`src/include/rbus_consts.svh`:
```
//----------------------------------------------------------------------------
// Result bus widths and per-pipe source counts
//----------------------------------------------------------------------------
`ifndef RBUS_CONSTS_SVH
`define RBUS_CONSTS_SVH

// Result payload and register file geometry
`define RBUS_DATA_W      64
`define RBUS_PREG_W      7
`define RBUS_PREG_NUM    96

// Execution units feeding each write-back pipe
`define RBUS_P0_SRC_NUM  3
`define RBUS_P1_SRC_NUM  2

`endif

```
`src/hdl/rbus_pkg.sv`:
```
//----------------------------------------------------------------------------
// Result bus types: register number, data, one-hot vector, source offer
// and the source slot names of both pipes
//----------------------------------------------------------------------------
`include "rbus_consts.svh"

package rbus_pkg;

  // Physical register number and its one-hot form
  typedef logic [`RBUS_PREG_W-1:0]   rbus_preg_t;
  typedef logic [`RBUS_PREG_NUM-1:0] rbus_expand_t;

  // Result value
  typedef logic [`RBUS_DATA_W-1:0]   rbus_data_t;

  // One execution unit's offer to a pipe, 72 bits
  typedef struct packed {
    logic       valid;
    rbus_preg_t preg;
    rbus_data_t data;
  } rbus_rslt_t;

  // Pipe 0 slots, ALU always first
  typedef enum logic [1:0] {
    SRC0_ALU     = 2'd0,
    SRC0_DIV     = 2'd1,
    SRC0_SPECIAL = 2'd2
  } rbus_p0_src_e;

  // Pipe 1 slots
  typedef enum logic {
    SRC1_ALU  = 1'b0,
    SRC1_MULT = 1'b1
  } rbus_p1_src_e;

endpackage

```
`src/hdl/rbus_src_arb.sv`:
```
//----------------------------------------------------------------------------
// Source arbiter for one write-back pipe: one-hot select of the valid
// offer, with the debug write-back-buffer override on the ALU slot
//----------------------------------------------------------------------------
`timescale 1ns/1ps
`include "rbus_consts.svh"

module rbus_src_arb #(
  parameter int NUM_SRC = `RBUS_P0_SRC_NUM
) (
  input  rbus_pkg::rbus_rslt_t src [NUM_SRC],
  input  logic                 wbbr_vld,
  input  rbus_pkg::rbus_data_t wbbr_data,
  output logic                 rslt_vld,
  output rbus_pkg::rbus_preg_t rslt_preg,
  output rbus_pkg::rbus_data_t rslt_data
);

  import rbus_pkg::*;

  logic [NUM_SRC-1:0] src_vld;
  rbus_data_t         alu_data;

  //--------------------------------------------------------------------------
  // ALU data after write-back buffer
  //--------------------------------------------------------------------------
  // Slot 0 is the ALU in both pipes
  assign alu_data = wbbr_vld ? wbbr_data : src[0].data;

  //--------------------------------------------------------------------------
  // AND-OR select
  //--------------------------------------------------------------------------
  // Only one slot may be valid, so OR-ing the gated fields is the mux.
  // Several valid slots give a meaningless mix
  always_comb
  begin
    rslt_preg = '0;
    rslt_data = '0;
    for (int i = 0; i < NUM_SRC; i++)
    begin
      src_vld[i] = src[i].valid;
      if (src[i].valid)
      begin
        rslt_preg = rslt_preg | src[i].preg;
        if (i == 0)
          rslt_data = rslt_data | alu_data;
        else
          rslt_data = rslt_data | src[i].data;
      end
    end
  end

  // Any offer makes a write-back
  assign rslt_vld = |src_vld;

endmodule

```
`src/hdl/rbus_preg_expand.sv`:
```
//----------------------------------------------------------------------------
// Decoder from a physical register number to a one-hot register vector
//----------------------------------------------------------------------------
`timescale 1ns/1ps
`include "rbus_consts.svh"

module rbus_preg_expand (
  input  rbus_pkg::rbus_preg_t   preg,
  output rbus_pkg::rbus_expand_t preg_expand
);

  import rbus_pkg::*;

  // Numbers past the register file decode to all zeros
  always_comb
  begin
    preg_expand = '0;
    for (int n = 0; n < `RBUS_PREG_NUM; n++)
    begin
      if (preg == rbus_preg_t'(n))
        preg_expand[n] = 1'b1;
    end
  end

endmodule

```
`src/hdl/rbus_wb_reg.sv`:
```
//----------------------------------------------------------------------------
// Write-back registers of one pipe: valid with flush kill, register
// number, one-hot vector and data held between offers
//----------------------------------------------------------------------------
`timescale 1ns/1ps

module rbus_wb_reg (
  input  logic                   rslt_vld_clk,
  input  logic                   cpurst_b,
  input  logic                   flush,
  input  logic                   rslt_vld,
  input  rbus_pkg::rbus_preg_t   rslt_preg,
  input  rbus_pkg::rbus_data_t   rslt_data,
  output logic                   wb_vld,
  output rbus_pkg::rbus_preg_t   wb_preg,
  output rbus_pkg::rbus_expand_t wb_expand,
  output rbus_pkg::rbus_data_t   wb_data
);

  import rbus_pkg::*;

  rbus_expand_t rslt_expand;

  // Decode ahead of the register so the vector is ready with wb_preg
  rbus_preg_expand u_preg_expand (
    .preg        (rslt_preg),
    .preg_expand (rslt_expand)
  );

  //--------------------------------------------------------------------------
  // Write-back valid
  //--------------------------------------------------------------------------
  always_ff @(posedge rslt_vld_clk or negedge cpurst_b)
  begin
    if (!cpurst_b)
      wb_vld <= 1'b0;
    else if (flush)
      wb_vld <= 1'b0;
    else
      wb_vld <= rslt_vld;
  end

  //--------------------------------------------------------------------------
  // Write-back payload
  //--------------------------------------------------------------------------
  // Loads on any offer, flushed or not, and holds otherwise
  always_ff @(posedge rslt_vld_clk or negedge cpurst_b)
  begin
    if (!cpurst_b)
    begin
      wb_preg   <= '0;
      wb_expand <= '0;
      wb_data   <= '0;
    end
    else if (rslt_vld)
    begin
      wb_preg   <= rslt_preg;
      wb_expand <= rslt_expand;
      wb_data   <= rslt_data;
    end
  end

endmodule

```
`src/hdl/iu_rbus_top.sv`:
```
//----------------------------------------------------------------------------
// Integer unit result bus: two write-back pipes, ALU forward path and
// the multiplier late data select
//----------------------------------------------------------------------------
`timescale 1ns/1ps
`include "rbus_consts.svh"

module iu_rbus_top (
  input  logic                   rslt_vld_clk,
  input  logic                   cpurst_b,
  input  logic                   rtu_flush,
  // Debug write-back buffer
  input  logic                   wbbr_vld,
  input  rbus_pkg::rbus_data_t   wbbr_data,
  // Pipe 0 sources
  input  logic                   alu0_vld,
  input  rbus_pkg::rbus_preg_t   alu0_preg,
  input  rbus_pkg::rbus_data_t   alu0_data,
  input  logic                   alu0_fwd_vld,
  input  rbus_pkg::rbus_data_t   alu0_fwd_data,
  input  logic                   div_vld,
  input  rbus_pkg::rbus_preg_t   div_preg,
  input  rbus_pkg::rbus_data_t   div_data,
  input  logic                   special_vld,
  input  rbus_pkg::rbus_preg_t   special_preg,
  input  rbus_pkg::rbus_data_t   special_data,
  // Pipe 1 sources
  input  logic                   alu1_vld,
  input  rbus_pkg::rbus_preg_t   alu1_preg,
  input  rbus_pkg::rbus_data_t   alu1_data,
  input  logic                   alu1_fwd_vld,
  input  rbus_pkg::rbus_data_t   alu1_fwd_data,
  input  logic                   mult_ex3_vld,
  input  rbus_pkg::rbus_preg_t   mult_ex3_preg,
  input  logic                   mult_ex4_vld,
  input  rbus_pkg::rbus_data_t   mult_ex4_data,
  // EX1 forward
  output logic                   p0_fwd_vld,
  output rbus_pkg::rbus_preg_t   p0_fwd_preg,
  output rbus_pkg::rbus_data_t   p0_fwd_data,
  output logic                   p1_fwd_vld,
  output rbus_pkg::rbus_preg_t   p1_fwd_preg,
  output rbus_pkg::rbus_data_t   p1_fwd_data,
  // Write-back
  output logic                   p0_wb_vld,
  output rbus_pkg::rbus_preg_t   p0_wb_preg,
  output rbus_pkg::rbus_expand_t p0_wb_expand,
  output rbus_pkg::rbus_data_t   p0_wb_data,
  output logic                   p1_wb_vld,
  output rbus_pkg::rbus_preg_t   p1_wb_preg,
  output rbus_pkg::rbus_expand_t p1_wb_expand,
  output rbus_pkg::rbus_data_t   p1_wb_data
);

  import rbus_pkg::*;

  rbus_rslt_t p0_src [`RBUS_P0_SRC_NUM];
  rbus_rslt_t p1_src [`RBUS_P1_SRC_NUM];
  logic       p0_rslt_vld;
  rbus_preg_t p0_rslt_preg;
  rbus_data_t p0_rslt_data;
  logic       p1_rslt_vld;
  rbus_preg_t p1_rslt_preg;
  rbus_data_t p1_rslt_data;
  rbus_data_t p1_wb_data_q;

  //--------------------------------------------------------------------------
  // Pipe 0
  //--------------------------------------------------------------------------
  assign p0_src[SRC0_ALU]     = '{valid: alu0_vld, preg: alu0_preg, data: alu0_data};
  assign p0_src[SRC0_DIV]     = '{valid: div_vld, preg: div_preg, data: div_data};
  assign p0_src[SRC0_SPECIAL] = '{valid: special_vld, preg: special_preg,
                                  data: special_data};

  rbus_src_arb #(.NUM_SRC(`RBUS_P0_SRC_NUM)) u_p0_arb (
    .src       (p0_src),
    .wbbr_vld  (wbbr_vld),
    .wbbr_data (wbbr_data),
    .rslt_vld  (p0_rslt_vld),
    .rslt_preg (p0_rslt_preg),
    .rslt_data (p0_rslt_data)
  );

  rbus_wb_reg u_p0_wb (
    .rslt_vld_clk (rslt_vld_clk),
    .cpurst_b     (cpurst_b),
    .flush        (rtu_flush),
    .rslt_vld     (p0_rslt_vld),
    .rslt_preg    (p0_rslt_preg),
    .rslt_data    (p0_rslt_data),
    .wb_vld       (p0_wb_vld),
    .wb_preg      (p0_wb_preg),
    .wb_expand    (p0_wb_expand),
    .wb_data      (p0_wb_data)
  );

  //--------------------------------------------------------------------------
  // Pipe 1
  //--------------------------------------------------------------------------
  // Multiplier register number comes in EX3, its data only in EX4
  assign p1_src[SRC1_ALU]  = '{valid: alu1_vld, preg: alu1_preg, data: alu1_data};
  assign p1_src[SRC1_MULT] = '{valid: mult_ex3_vld, preg: mult_ex3_preg,
                               data: mult_ex4_data};

  rbus_src_arb #(.NUM_SRC(`RBUS_P1_SRC_NUM)) u_p1_arb (
    .src       (p1_src),
    .wbbr_vld  (wbbr_vld),
    .wbbr_data (wbbr_data),
    .rslt_vld  (p1_rslt_vld),
    .rslt_preg (p1_rslt_preg),
    .rslt_data (p1_rslt_data)
  );

  rbus_wb_reg u_p1_wb (
    .rslt_vld_clk (rslt_vld_clk),
    .cpurst_b     (cpurst_b),
    .flush        (rtu_flush),
    .rslt_vld     (p1_rslt_vld),
    .rslt_preg    (p1_rslt_preg),
    .rslt_data    (p1_rslt_data),
    .wb_vld       (p1_wb_vld),
    .wb_preg      (p1_wb_preg),
    .wb_expand    (p1_wb_expand),
    .wb_data      (p1_wb_data_q)
  );

  // Late multiplier data bypasses the data register
  assign p1_wb_data = mult_ex4_vld ? mult_ex4_data : p1_wb_data_q;

  //--------------------------------------------------------------------------
  // EX1 forward path, ALUs only
  //--------------------------------------------------------------------------
  assign p0_fwd_vld  = alu0_fwd_vld;
  assign p0_fwd_preg = alu0_preg;
  assign p0_fwd_data = alu0_fwd_data;
  assign p1_fwd_vld  = alu1_fwd_vld;
  assign p1_fwd_preg = alu1_preg;
  assign p1_fwd_data = alu1_fwd_data;

endmodule

```
`config.mk`:
```
export PLATFORM = sky130hd
export DESIGN_NAME = iu_rbus_top
export DESIGN_NICKNAME = d
export VERILOG_FILES = /design/src/hdl/rbus_pkg.sv /design/src/hdl/rbus_src_arb.sv /design/src/hdl/rbus_preg_expand.sv /design/src/hdl/rbus_wb_reg.sv /design/src/hdl/iu_rbus_top.sv
export VERILOG_INCLUDE_DIRS = /design/src /design/src/include
export SDC_FILE = /design/constraint.sdc
export NUM_CORES = 1
export LEC_CHECK = 0
export ABC_AREA = 1
export BUFFER_PORTS_ARGS = -buffer_cell sky130_fd_sc_hd__buf_2
export CAP_MARGIN = 40
export CELL_PAD_IN_SITES_DETAIL_PLACEMENT = 0
export CELL_PAD_IN_SITES_GLOBAL_PLACEMENT = 1
export CORE_AREA = 2 2 404 406
export CTS_BUF_LIST = sky130_fd_sc_hd__clkbuf_16
export DETAILED_ROUTE_END_ITERATION = 6
export DIE_AREA = 0 0 406 408
export HOLD_SLACK_MARGIN = 0.02
export PLACE_DENSITY = 0.37
export SETUP_SLACK_MARGIN = 0.05
export SYNTH_ARGS = -nofsm -noshare
export SYNTH_HDL_FRONTEND = slang
export SYNTH_SLANG_ARGS = --single-unit
```
`constraint.sdc`:
```
create_clock -name rslt_vld_clk -period 1.2 [get_ports rslt_vld_clk]
set_clock_uncertainty 0.05 [all_clocks]
set_input_delay 0.12 -clock rslt_vld_clk [delete_from_list [all_inputs] [get_ports rslt_vld_clk]]
set_output_delay 0.12 -clock rslt_vld_clk [all_outputs]
set_load 0.01 [all_outputs]
```
==> results of run 1 <==
[tightest hold or removal path, stage by stage]
cell,delay (ps)
sky130_fd_sc_hd__dlygate4sd3_1,560
sky130_fd_sc_hd__buf_8,150
sky130_fd_sc_hd__buf_12,230
[synthesized netlist by cell type]
library cell	count	area (um2)
sky130_fd_sc_hd__o21ai_2	3	26.28
sky130_fd_sc_hd__o211ai_1	64	480.5
sky130_fd_sc_hd__o21ai_0	279	1396
sky130_fd_sc_hd__buf_1	11	41.29
sky130_fd_sc_hd__a22oi_1	64	480.5
sky130_fd_sc_hd__nor2_2	1	6.260
sky130_fd_sc_hd__nand3_1	10	50.05
sky130_fd_sc_hd__a21oi_1	128	640.6
sky130_fd_sc_hd__buf_4	153	1149
sky130_fd_sc_hd__nor2_1	16	60.06
sky130_fd_sc_hd__or2_2	1	6.260
sky130_fd_sc_hd__nor3_1	1	5.000
sky130_fd_sc_hd__inv_2	5	18.77
sky130_fd_sc_hd__nand3_2	9	90.09
sky130_fd_sc_hd__clkbuf_2	4	20.02
sky130_fd_sc_hd__inv_1	152	570.6
sky130_fd_sc_hd__clkbuf_1	62	232.7
sky130_fd_sc_hd__dfrtp_1	336	8408
sky130_fd_sc_hd__nand2_1	681	2556
sky130_fd_sc_hd__o21ai_4	1	16.27
sky130_fd_sc_hd__o21ai_1	40	200.2
sky130_fd_sc_hd__clkinv_1	1	3.750
sky130_fd_sc_hd__buf_2	35	175.2
[layout make-up]
type | count | area, um2 | area share, %
Antenna cell | 11 | 27.53 | 0.08502
Clock buffer | 47 | 1176 | 3.633
Clock inverter | 41 | 320.3 | 0.9894
Inverter | 158 | 621.8 | 1.921
Multi-Input combinational cell | 1298 | 6409 | 19.80
Sequential cell | 336 | 8411 | 25.98
Tap cell | 2175 | 2721 | 8.406
Timing Repair Buffer | 1567 | 12690 | 39.19
[power by group through the flow]
stage / logic (uW) / clock network (uW) / registers [uW]
2_1_floorplan: 2400 / 0 / 12500
3_3_place_gp: 6180 / 0 / 12400
3_5_place_dp: 6170 / 0 / 12400
4_1_cts: 7890 / 14800 / 12200
5_1_grt: 8800 / 15200 / 12300
6_report: 8110 / 14100 / 12300
[timing repair]
item,in CTS,in global routing
endpoints found under the setup margin,336,596
endpoints found under the hold margin,480,2
hold buffers,412,3
gates resized for setup,353,210
pin swaps,5,23
buffers inserted,88,74
gates cloned,0,4
[cell families (layout without fill, tap and decap cells)]
| kind of cell | count (synthesis) | after routing | share of synthesized area (%) |
|---|---|---|---|
| buffers and inverters | 423 | 1813 | 13.29 |
| DFF | 336 | 336 | 50.55 |
| and+or+nand+nor | 719 | 719 | 16.68 |
| other | 0 | 11 | 0 |
| AOI/OAI and AO/OA | 579 | 579 | 19.48 |
[worst min path at each step]
stage                  start                               end  cells past startpoint
floorplan           cpurst_b    u_p0_wb.wb_data[0]$_DFFE_PN0N_                      0
global placement    cpurst_b   u_p0_wb.wb_data[39]$_DFFE_PN0N_                      1
detailed placement  cpurst_b   u_p0_wb.wb_data[39]$_DFFE_PN0N_                      1
global route        cpurst_b    u_p0_wb.wb_preg[1]$_DFFE_PN0N_                      3
CTS                 alu0_vld  u_p0_wb.wb_expand[0]$_DFFE_PN0N_                      6
finish              cpurst_b    u_p0_wb.wb_preg[1]$_DFFE_PN0N_                      3
[sequential cells by signal (all words and copies together) (netlist names)]
name and cells:
u_p1_wb.wb_vld 1, u_p0_wb.wb_data 64, u_p0_wb.wb_expand 96, u_p1_wb.wb_expand 96
u_p1_wb.wb_data 64, u_p0_wb.wb_preg 7, u_p0_wb.wb_vld 1, u_p1_wb.wb_preg 7
[stage by stage]
step / hold slack, ps / std cells / setup TNS, ps / setup slack, ps / instance area (um2)
2_1_floorplan: -225.6 / 2057 / 0 / 33.83 / 16650
3_3_place_gp: -111.0 / 4966 / -95540 / -560.9 / 24000
3_5_place_dp: -111.6 / 4966 / -99090 / -537.9 / 24000
4_1_cts: -30.60 / 5549 / -152070 / -475.4 / 31220
5_1_grt: 20.47 / 5627 / -98170 / -461.3 / 32360
6_report: 41.48 / 5633 / -71970 / -403.4 / 32370
[layer usage]
metal	share of wire [%]	wire length, um	up-vias
met1	42	50000	9616
met3	7.6	8924	164
met4	2.2	2587	32
met5	0.26	305	-
met2	48	56040	715
li1	-	-	9336
==> qor.yml, run 1 <==
critical_path:
  crit_fanout: 2
  crit_path_start_kind: "flop"
  timing.critical_path.to_type: "output port"
  timing.critical_path.slowest_cell_delay_ps: 340
  rr_endpoint: "u_p1_wb.wb_data[34]$_DFFE_PN0N_"
  setup.worst_path.class: "reg2out"
  setup_slack_of_the_most_critical_reg_to_reg_path_ps: 190
  critical_path_required_ps: 1030
  path_buf_inv: 3
  endpoint: "p1_wb_data[54]"
  worst_path_max_delay_cell: "sky130_fd_sc_hd__dfrtp_1"
  timing.critical_path.cells: "inv_2 > o21ai_2 > buf_4 > buf_6"
  worst_r2r_path_depth: 6
  launching_point_of_the_worst_reg2reg_path: "u_p1_wb.wb_data[34]$_DFFE_PN0N_"
  worst_path_dominant_cell_family: "flip-flops"
  critical_path_arrival_ps: 1430
  cp.depth: 4
  worst_setup_path_startpoint: "u_p1_wb.wb_data[54]$_DFFE_PN0N_"
detailed_routing:
  drt-initial-drc-count: 962
  drtAntennaViolNets: 0
  detail_route.wl_per_cell_um: 20.92
  number_of_iterations_in_the_first_detailed_routing_pass: 5
  detailroute.via_count: 19863
  drc_errors: 0
  routed_wirelength_um: 117900
  via_per_inst: 3.526
global_route:
  grt_pass1_vias: 20331
  globalRouteMet2Util_pct: 22.98
  grtUsageMet1_pct: 16.89
  grt_most_used_layer: "met2"
  largest_net_degree_at_the_start_of_global_routing: 58
  global_route.usage.met3_pct: 3.846
  wire_length_of_the_first_global_routing_pass_um: 159300
  grt_remaining_overflow: 0
  number_of_antenna_violations_at_the_first_check_in_global_routing: 44
  globalRouteTotalUtil_pct: 13.57
pwr:
  share_seq_of_total_power_pct: 35.5
  post-layout-total-power_uw: 34490
  comb_power_share_pct: 23.5
  switch_share_pct: 31.10
  static-leakage-power_uw: 0.01553
  max-vdd-ir-drop_mv: 0.8759
  switching_power_uw: 10730
  p_clk_share_pct: 40.9
  pwr_density_cell_nw_per_um2: 1065
  internal-power_uw: 23760
layout:
  post_route_cells_drive_above_1_share_pct: 39.72
  area.growth.synth_to_final_pct: 94.64
  nFillCells: 18345
  postLayoutCoreUtil_pct: 20.03
  num-nets-final: 3967
  layout.cells.most_common: "sky130_fd_sc_hd__nand2_1"
  layout_common_cells: "675 x sky130_fd_sc_hd__nand2_1, 605 x sky130_fd_sc_hd__buf_2, 413 x sky130_fd_sc_hd__dlygate4sd3_1"
outcome:
  violated_checks: "setup timing"
  status: "finished with violations"
clocking:
  clock_tree.root_cell: "sky130_fd_sc_hd__clkbuf_16"
  clock_tree.buffer_depth: 3
  tritoncts_clock_tree: "done"
  clock_insertion_delay_worst_skew_ps: 620
  register_clock_pin_slew_on_the_reported_worst_setup_and_hold_paths_ps: 60
  cts_num_sinks: 336
  htreeDepth: 2
  numCtsBuffers: 47
floorplan:
  die_height_um: 408
  start_util_pct: 10.29
  core_area_um2: 161700
  die_w_um: 406
  design.die.area_um2: 165600
  io_pins: 1039
  rows: 148
placement:
  post_dp_hpwl_um: 92660
  finalWeightedCongestion: 0.8309
  numPortBuffers: 778
timing:
  finalHoldViolations: 0
  maxSlewHeadroom_pct: 67.81
  slew_at_the_pin_closest_to_its_max_slew_limit_ps: 482.9
  max_clock_freq_ghz: 0.6237
  post-route-period-util_pct: 133.6
  finalWorstSetupSlack_ps: -403.4
  finalSetupViolCount: 447
  grt_setup_unrepaired: "true"
  slew_violations: 0
  period_needed_ps: 1603
yosys:
  postSynthCellCount: 2057
  ys_types: 23
  synthesis.yosys.warnings: 0
  synth.cell_area_um2: 16630
  seq_area_frac_synth_pct: 50.55
  syn-num-nets: 2616
  syn_area_per_cell_um2: 8.086
  postSynthRegisterBits: 336
min_path:
  hold_class: "in2async"
job:
  max-cap-violations: 0
(Power assumes the default switching activity.)
==> run 2: changes to the inputs <==
CELL_PAD_IN_SITES_DETAIL_PLACEMENT = 1   (was 0)
==> run 2 against run 1 <==
Die area unchanged. Utilization decreased by 0.062 points. Final area decreased by 0.31%. The flow still finishes with violations (setup timing).
==> qor.yml, run 2 (synthesized netlist as in run 1, its figures left out) <==
outcome:
  status: "finished with violations"
  violated_checks: "setup timing"
pwr:
  max-vdd-ir-drop_mv: 0.8041  # -8.2%
  pwr_density_cell_nw_per_um2: 1065  # about the same
  switching_power_uw: 10750  # +0.18%
  internal-power_uw: 23610  # -0.63%
  post-layout-total-power_uw: 34360  # -0.38%
  switch_share_pct: 31.28  # +0.17 points
  comb_power_share_pct: 23.7  # +0.2 points
  share_seq_of_total_power_pct: 35.7  # +0.2 points
  p_clk_share_pct: 40.6  # -0.3 points
  static-leakage-power_uw: 0.01554  # about the same
floorplan:
  design.die.area_um2: 165600  # unchanged
  die_w_um: 406  # unchanged
  die_height_um: 408  # unchanged
  core_area_um2: 161700  # unchanged
  io_pins: 1039  # unchanged
  start_util_pct: 10.29  # unchanged
  rows: 148  # unchanged
timing:
  grt_setup_unrepaired: "true"
  post-route-period-util_pct: 130.2  # -3.4 points
  period_needed_ps: 1563  # -40.84 ps
  maxSlewHeadroom_pct: 56.44  # -11 points
  max_clock_freq_ghz: 0.6400  # +2.6%
  slew_violations: 0  # unchanged
  slew_at_the_pin_closest_to_its_max_slew_limit_ps: 653.4  # +170.5 ps
  finalWorstSetupSlack_ps: -362.6  # +40.84 ps
  finalSetupViolCount: 336  # -25%
  finalHoldViolations: 0  # unchanged
clocking:
  numCtsBuffers: 48  # +2.1%
  clock_tree.root_cell: "sky130_fd_sc_hd__clkbuf_16"
  cts_num_sinks: 336  # unchanged
  clock_tree.buffer_depth: 3  # unchanged
  clock_insertion_delay_worst_skew_ps: 620  # about the same
  htreeDepth: 2  # unchanged
  tritoncts_clock_tree: "done"
  register_clock_pin_slew_on_the_reported_worst_setup_and_hold_paths_ps: 60  # about the same
critical_path:
  path_buf_inv: 3  # unchanged
  timing.critical_path.to_type: "output port"
  setup.worst_path.class: "reg2out"
  critical_path_required_ps: 1030  # about the same
  critical_path.most_common_cell: "sky130_fd_sc_hd__buf_6"
  worst_path_max_delay_cell: "sky130_fd_sc_hd__dfrtp_1"
  timing.critical_path.slowest_cell_delay_ps: 340  # about the same
  crit_fanout: 2  # unchanged
  setup_slack_of_the_most_critical_reg_to_reg_path_ps: 150  # -40 ps
  crit_path_start_kind: "flop"
  critical_path_arrival_ps: 1390  # -40 ps
  worst_path_dominant_cell_family: "flip-flops"
  timing.critical_path.cells: "inv_2 > o21ai_4 > buf_6 > buf_6"
detailed_routing:
  wl_met1_um: 49830  # -0.34%
  maxUsedRoutingLayer: "met5"
  detail_route.wl_per_cell_um: 21.54  # +3.0%
  routed_wirelength_um: 121200  # +2.9%
  met2_wirelength_um: 57070  # +1.8%
  dr_wl_met3_um: 9677  # +8.4%
  drt-initial-drc-count: 790  # -18%
  drtAntennaViolNets: 0  # unchanged
  detailroute.via_count: 20189  # +1.6%
  number_of_iterations_in_the_first_detailed_routing_pass: 5  # unchanged
  drc_errors: 0  # unchanged
  via_per_inst: 3.587  # +1.7%
layout:
  layout_top_registers: "u_p0_wb.wb_expand (96), u_p1_wb.wb_expand (96)"
  post_route_cells_drive_above_1_share_pct: 39.35  # -0.36 points
  postLayoutCoreUtil_pct: 19.96  # -0.062 points
  layout.cells.most_common: "sky130_fd_sc_hd__nand2_1"
  layout_common_cells: "677 x sky130_fd_sc_hd__nand2_1, 602 x sky130_fd_sc_hd__buf_2, 405 x sky130_fd_sc_hd__dlygate4sd3_1"
  num-nets-final: 3961  # -0.15%
  area.growth.synth_to_final_pct: 94.03
global_route:
  number_of_antenna_violations_at_the_first_check_in_global_routing: 48  # +9.1%
  largest_net_degree_at_the_start_of_global_routing: 58  # unchanged
  grt_pass1_vias: 21574  # +6.1%
  wire_length_of_the_first_global_routing_pass_um: 165500  # +3.8%
  grt_remaining_overflow: 0  # unchanged
  globalRouteTotalUtil_pct: 14.05  # +0.48 points
job:
  max-cap-violations: 0  # unchanged
min_path:
  hold_class: "in2reg"
placement:
  finalWeightedCongestion: 0.8309  # unchanged
  numPortBuffers: 778  # unchanged
  post_dp_hpwl_um: 93750  # +1.2%
-- run 2: changes by cell type in the layout (fill, tap and decap cells not counted), moves of 3 or more --
cell | before | now
sky130_fd_sc_hd__diode_2 | 11 | 15
sky130_fd_sc_hd__dlymetal6s4s_1 | 0 | 6
sky130_fd_sc_hd__dlygate4sd3_1 | 413 | 405
sky130_fd_sc_hd__o21ai_0 | 159 | 185
sky130_fd_sc_hd__o21ai_1 | 107 | 88
sky130_fd_sc_hd__buf_2 | 605 | 602
sky130_fd_sc_hd__clkinv_1 | 16 | 12
sky130_fd_sc_hd__o21ai_2 | 42 | 36
-- run 2: path summary, 6_finish.rpt --
path,to,startpoint,cells past startpoint
worst max-delay path,p1_wb_data[54],u_p1_wb.wb_data[54]$_DFFE_PN0N_,4
worst min-delay path,u_p0_wb.wb_preg[2]$_DFFE_PN0N_,special_preg[2],6
worst max register to register,u_p1_wb.wb_data[34]$_DFFE_PN0N_,u_p1_wb.wb_data[34]$_DFFE_PN0N_,6
worst min register to register,u_p1_wb.wb_preg[5]$_DFFE_PN0N_,u_p1_wb.wb_preg[5]$_DFFE_PN0N_,2
max in group asynchronous,u_p1_wb.wb_preg[0]$_DFFE_PN0N_,cpurst_b,4
min in group asynchronous,u_p0_wb.wb_data[52]$_DFFE_PN0N_,cpurst_b,4
-- run 2: area by class of cell --
cell class                 count  area [um2]
fill                       19266      129400
timing repair buffer        1560       12650
sequential                   336        8412
multi-input combinational   1298        6355
tap                         2175        2721
clock buffer                  49        1226
inverter                     158       614.3
clock inverter                37       255.2
antenna                       15       37.54
-- run 2: power by group through the flow --
stage	sequential [uW]	combinational (uW)	clock, uW
after CTS	12200	7960	14600
after floorplan	12500	2400	0
after global placement	12400	6180	0
after detailed placement	12400	6190	0
final	12300	8160	13900
after global routing	12300	8860	15000
-- run 2: what timing repair did --
action                     CTS  global route
resized for setup          358           153
hold endpoints to repair   478             0
setup buffers               78            79
hold buffers               413             0
pin swaps                    6            16
cloned                       0             3
setup endpoints to repair  336           502
-- run 2: per-layer routing --
metal | global-route usage, % | vias up
li1 | - | 9308
met1 | 16.72 | 9901
met2 | 23.36 | 737
met3 | 4.665 | 205
met4 | 5.019 | 38
met5 | 0.4386 | -
-- run 2: worst register-to-register path: stages, from the launching register on --
cell	delay, ps
sky130_fd_sc_hd__dfrtp_1	340
sky130_fd_sc_hd__inv_2	60
sky130_fd_sc_hd__buf_4	130
sky130_fd_sc_hd__buf_6	100
sky130_fd_sc_hd__buf_6	100
sky130_fd_sc_hd__buf_6	100
sky130_fd_sc_hd__o21ai_2	90
-- run 2: metrics by stage --
stage	hold WS [ps]	cells	setup slack (ps)	TNS, ps	instance area, um2
2_1_floorplan	-225.6	2057	33.83	0	16650
3_3_place_gp	-111.0	4966	-560.9	-95540	24000
3_5_place_dp	-110.2	4966	-521.2	-100820	24000
4_1_cts	-17.07	5538	-480.1	-90100	31190
5_1_grt	64.33	5622	-471.7	-73120	32260
6_report	66.66	5628	-362.6	-46280	32270
==> run 3: changes to the inputs <==
TNS_END_PERCENT = 10   (was unset)
clock period = 1.7 ns   (was 1.2 ns; I/O delays follow)
==> run 3 against run 2 <==
Utilization down 2.5 points. Largest power group unchanged. Via count down 6.4%. Final area down 13%. Combinational power down 40%. Sequential share of layout area up 3.8 points. Hold slack better by 34 ps. Sequential power down 30%. Critical endpoint is now u_p1_wb.wb_expand[43]$_DFFE_PN0N_. The flow now finishes without violations. Die area unchanged.
==> qor.yml, run 3 (synthesized netlist as in run 1, its figures left out) <==
outcome:
  status: "completed"
layout:
  layout_top_registers: "u_p0_wb.wb_expand (96), u_p1_wb.wb_expand (96)"
  area.growth.synth_to_final_pct: 69.29
  nFillCells: 19404  # +0.72%
  post_route_cells_drive_above_1_share_pct: 32.74  # -6.6 points
  num-nets-final: 3648  # -7.9%
  layout.cells.most_common: "sky130_fd_sc_hd__buf_2"
  layout_common_cells: "756 x sky130_fd_sc_hd__buf_2, 681 x sky130_fd_sc_hd__nand2_1, 336 x sky130_fd_sc_hd__dfrtp_1"
global_route:
  globalRouteTotalUtil_pct: 13.68  # -0.38 points
  number_of_antenna_violations_at_the_first_check_in_global_routing: 36  # -25%
  largest_net_degree_at_the_start_of_global_routing: 63  # +8.6%
  wire_length_of_the_first_global_routing_pass_um: 161700  # -2.3%
  grt_remaining_overflow: 0  # unchanged
  grt_pass1_vias: 20474  # -5.1%
clocking:
  clock_tree.buffer_depth: 3  # unchanged
  htreeDepth: 2  # unchanged
  cts_num_sinks: 336  # unchanged
  tritoncts_clock_tree: "done"
  clock_tree.root_cell: "sky130_fd_sc_hd__clkbuf_16"
  register_clock_pin_slew_on_the_reported_worst_setup_and_hold_paths_ps: 60  # about the same
  numCtsBuffers: 50  # +4.2%
  clock_insertion_delay_worst_skew_ps: 640  # +20 ps
detailed_routing:
  drc_errors: 0  # unchanged
  drtAntennaViolNets: 0  # unchanged
  detail_route.wl_per_cell_um: 22.00  # +2.1%
  drt-initial-drc-count: 821  # +3.9%
  via_per_inst: 3.557  # -0.84%
  number_of_iterations_in_the_first_detailed_routing_pass: 5  # unchanged
  detailroute.via_count: 18889  # -6.4%
  routed_wirelength_um: 116800  # -3.6%
critical_path:
  critical_path_required_ps: 2140  # +1110 ps
  critical_path_arrival_ps: 2090  # +700 ps
  crit_fanout: 16  # +14
  crit_path_start_kind: "input port"
  setup.worst_path.class: "in2reg"
  timing.critical_path.to_type: "flop"
timing:
  maxSlewHeadroom_pct: 45.98  # -10 points
  max_clock_freq_ghz: 0.6060
  grt_setup_unrepaired: "true"
  finalSetupViolCount: 0  # -100%
  post-route-period-util_pct: 97.07
  slew_at_the_pin_closest_to_its_max_slew_limit_ps: 807.7  # +154.3 ps
  hold_slack_ps: 100.7  # +34.08 ps
  slew_violations: 0  # unchanged
  finalWorstSetupSlack_ps: 49.84  # +412.4 ps
  period_needed_ps: 1650
  finalHoldViolations: 0  # unchanged
pwr:
  share_seq_of_total_power_pct: 36.6  # +0.9 points
  pwr_density_cell_nw_per_um2: 835.0  # -22%
  internal-power_uw: 16030  # -32%
  switch_share_pct: 31.82  # +0.54 points
  static-leakage-power_uw: 0.01360  # -13%
  p_clk_share_pct: 42.6  # +2.0 points
  comb_power_share_pct: 20.7  # -3.0 points
  max-vdd-ir-drop_mv: 0.5268  # -34%
  switching_power_uw: 7482  # -30%
placement:
  post_dp_hpwl_um: 92470  # -1.4%
  numPortBuffers: 778  # unchanged
  finalWeightedCongestion: 0.8180  # -1.6%
  placement.setup.worst_slack_ps: -215.0  # +306.2 ps
floorplan:
  io_pins: 1039  # unchanged
  rows: 148  # unchanged
  die_height_um: 408  # unchanged
  design.die.area_um2: 165600  # unchanged
  start_util_pct: 10.29  # unchanged
  core_area_um2: 161700  # unchanged
  die_w_um: 406  # unchanged
job:
  max-cap-violations: 0  # unchanged
min_path:
  hold_class: "in2reg"
-- run 3: what timing repair did --
item                                    CTS  global route
pin swaps                                 2             1
endpoints found under the hold margin   481             0
endpoints found under the setup margin   25            43
gates resized for setup                  55            18
setup buffers                             1             0
hold buffers                            329             0
-- run 3: stage by stage --
step	setup TNS, ps	utilization, %	cells	instance area [um2]	power (uW)
6_report	0	17.42	5310	28160	23510
3_3_place_gp	-10210	14.30	4881	23120	12840
5_1_grt	-30.16	17.41	5307	28150	24780
4_1_cts	-42.11	17.38	5303	28100	24130
2_1_floorplan	0	-	2057	16630	10500
3_5_place_dp	-10130	14.32	4882	23150	12850
-- run 3: final timing paths --
check                                           startpoint                                 to  slack (ps)  depth (start not counted)
hold reg to reg             u_p0_wb.wb_preg[2]$_DFFE_PN0N_     u_p0_wb.wb_preg[2]$_DFFE_PN0N_         420                          2
setup reg to reg           u_p0_wb.wb_data[16]$_DFFE_PN0N_    u_p0_wb.wb_data[16]$_DFFE_PN0N_         320                          3
setup / recovery                          mult_ex3_preg[4]  u_p1_wb.wb_expand[43]$_DFFE_PN0N_          50                          9
max in group asynchronous                         cpurst_b     u_p0_wb.wb_data[7]$_DFFE_PN0N_         200                          3
hold / removal                                alu1_preg[4]  u_p1_wb.wb_expand[23]$_DFFE_PN0N_         100                          5
min in group asynchronous                         cpurst_b  u_p1_wb.wb_expand[41]$_DFFE_PN0N_         190                          3
-- run 3: layer usage --
layer	part of all wire (%)	vias to the layer above	GRT usage, %	wire [um]
met5	0.25	-	0.6725	290
met4	2.4	22	3.230	2790
met1	43	9372	17.28	50500
li1	-	8660	-	-
met3	6.4	171	3.447	7475
met2	48	664	23.06	55760
-- run 3: final cells by class --
class / instances / area, um2 / area share (%)
antenna: 7 / 17.52 / 0.06221
clock buffer: 50 / 1251 / 4.443
clock inverter: 41 / 286.5 / 1.018
inverter: 158 / 609.3 / 2.164
multi-input combinational: 1298 / 6100 / 21.66
sequential: 336 / 8408 / 29.86
tap: 2175 / 2721 / 9.665
timing repair buffer: 1245 / 8765 / 31.13
-- run 3: critical path, stage by stage --
cell and delay (ps):
sky130_fd_sc_hd__dlygate4sd3_1 530, sky130_fd_sc_hd__buf_2 100, sky130_fd_sc_hd__inv_1 50, sky130_fd_sc_hd__o21ai_4 210
sky130_fd_sc_hd__dlygate4sd3_1 600, sky130_fd_sc_hd__inv_1 60, sky130_fd_sc_hd__nand3_2 90, sky130_fd_sc_hd__buf_12 160
sky130_fd_sc_hd__o21ai_0 100
-- run 3: power groups by stage --
stage                     clock network (uW)  registers [uW]  logic [uW]
after floorplan                            0            8810        1690
after global placement                     0            8750        4090
after detailed placement                   0            8740        4110
after CTS                              10500            8610        4970
after global routing                   10800            8660        5330
final                                  10000            8610        4870
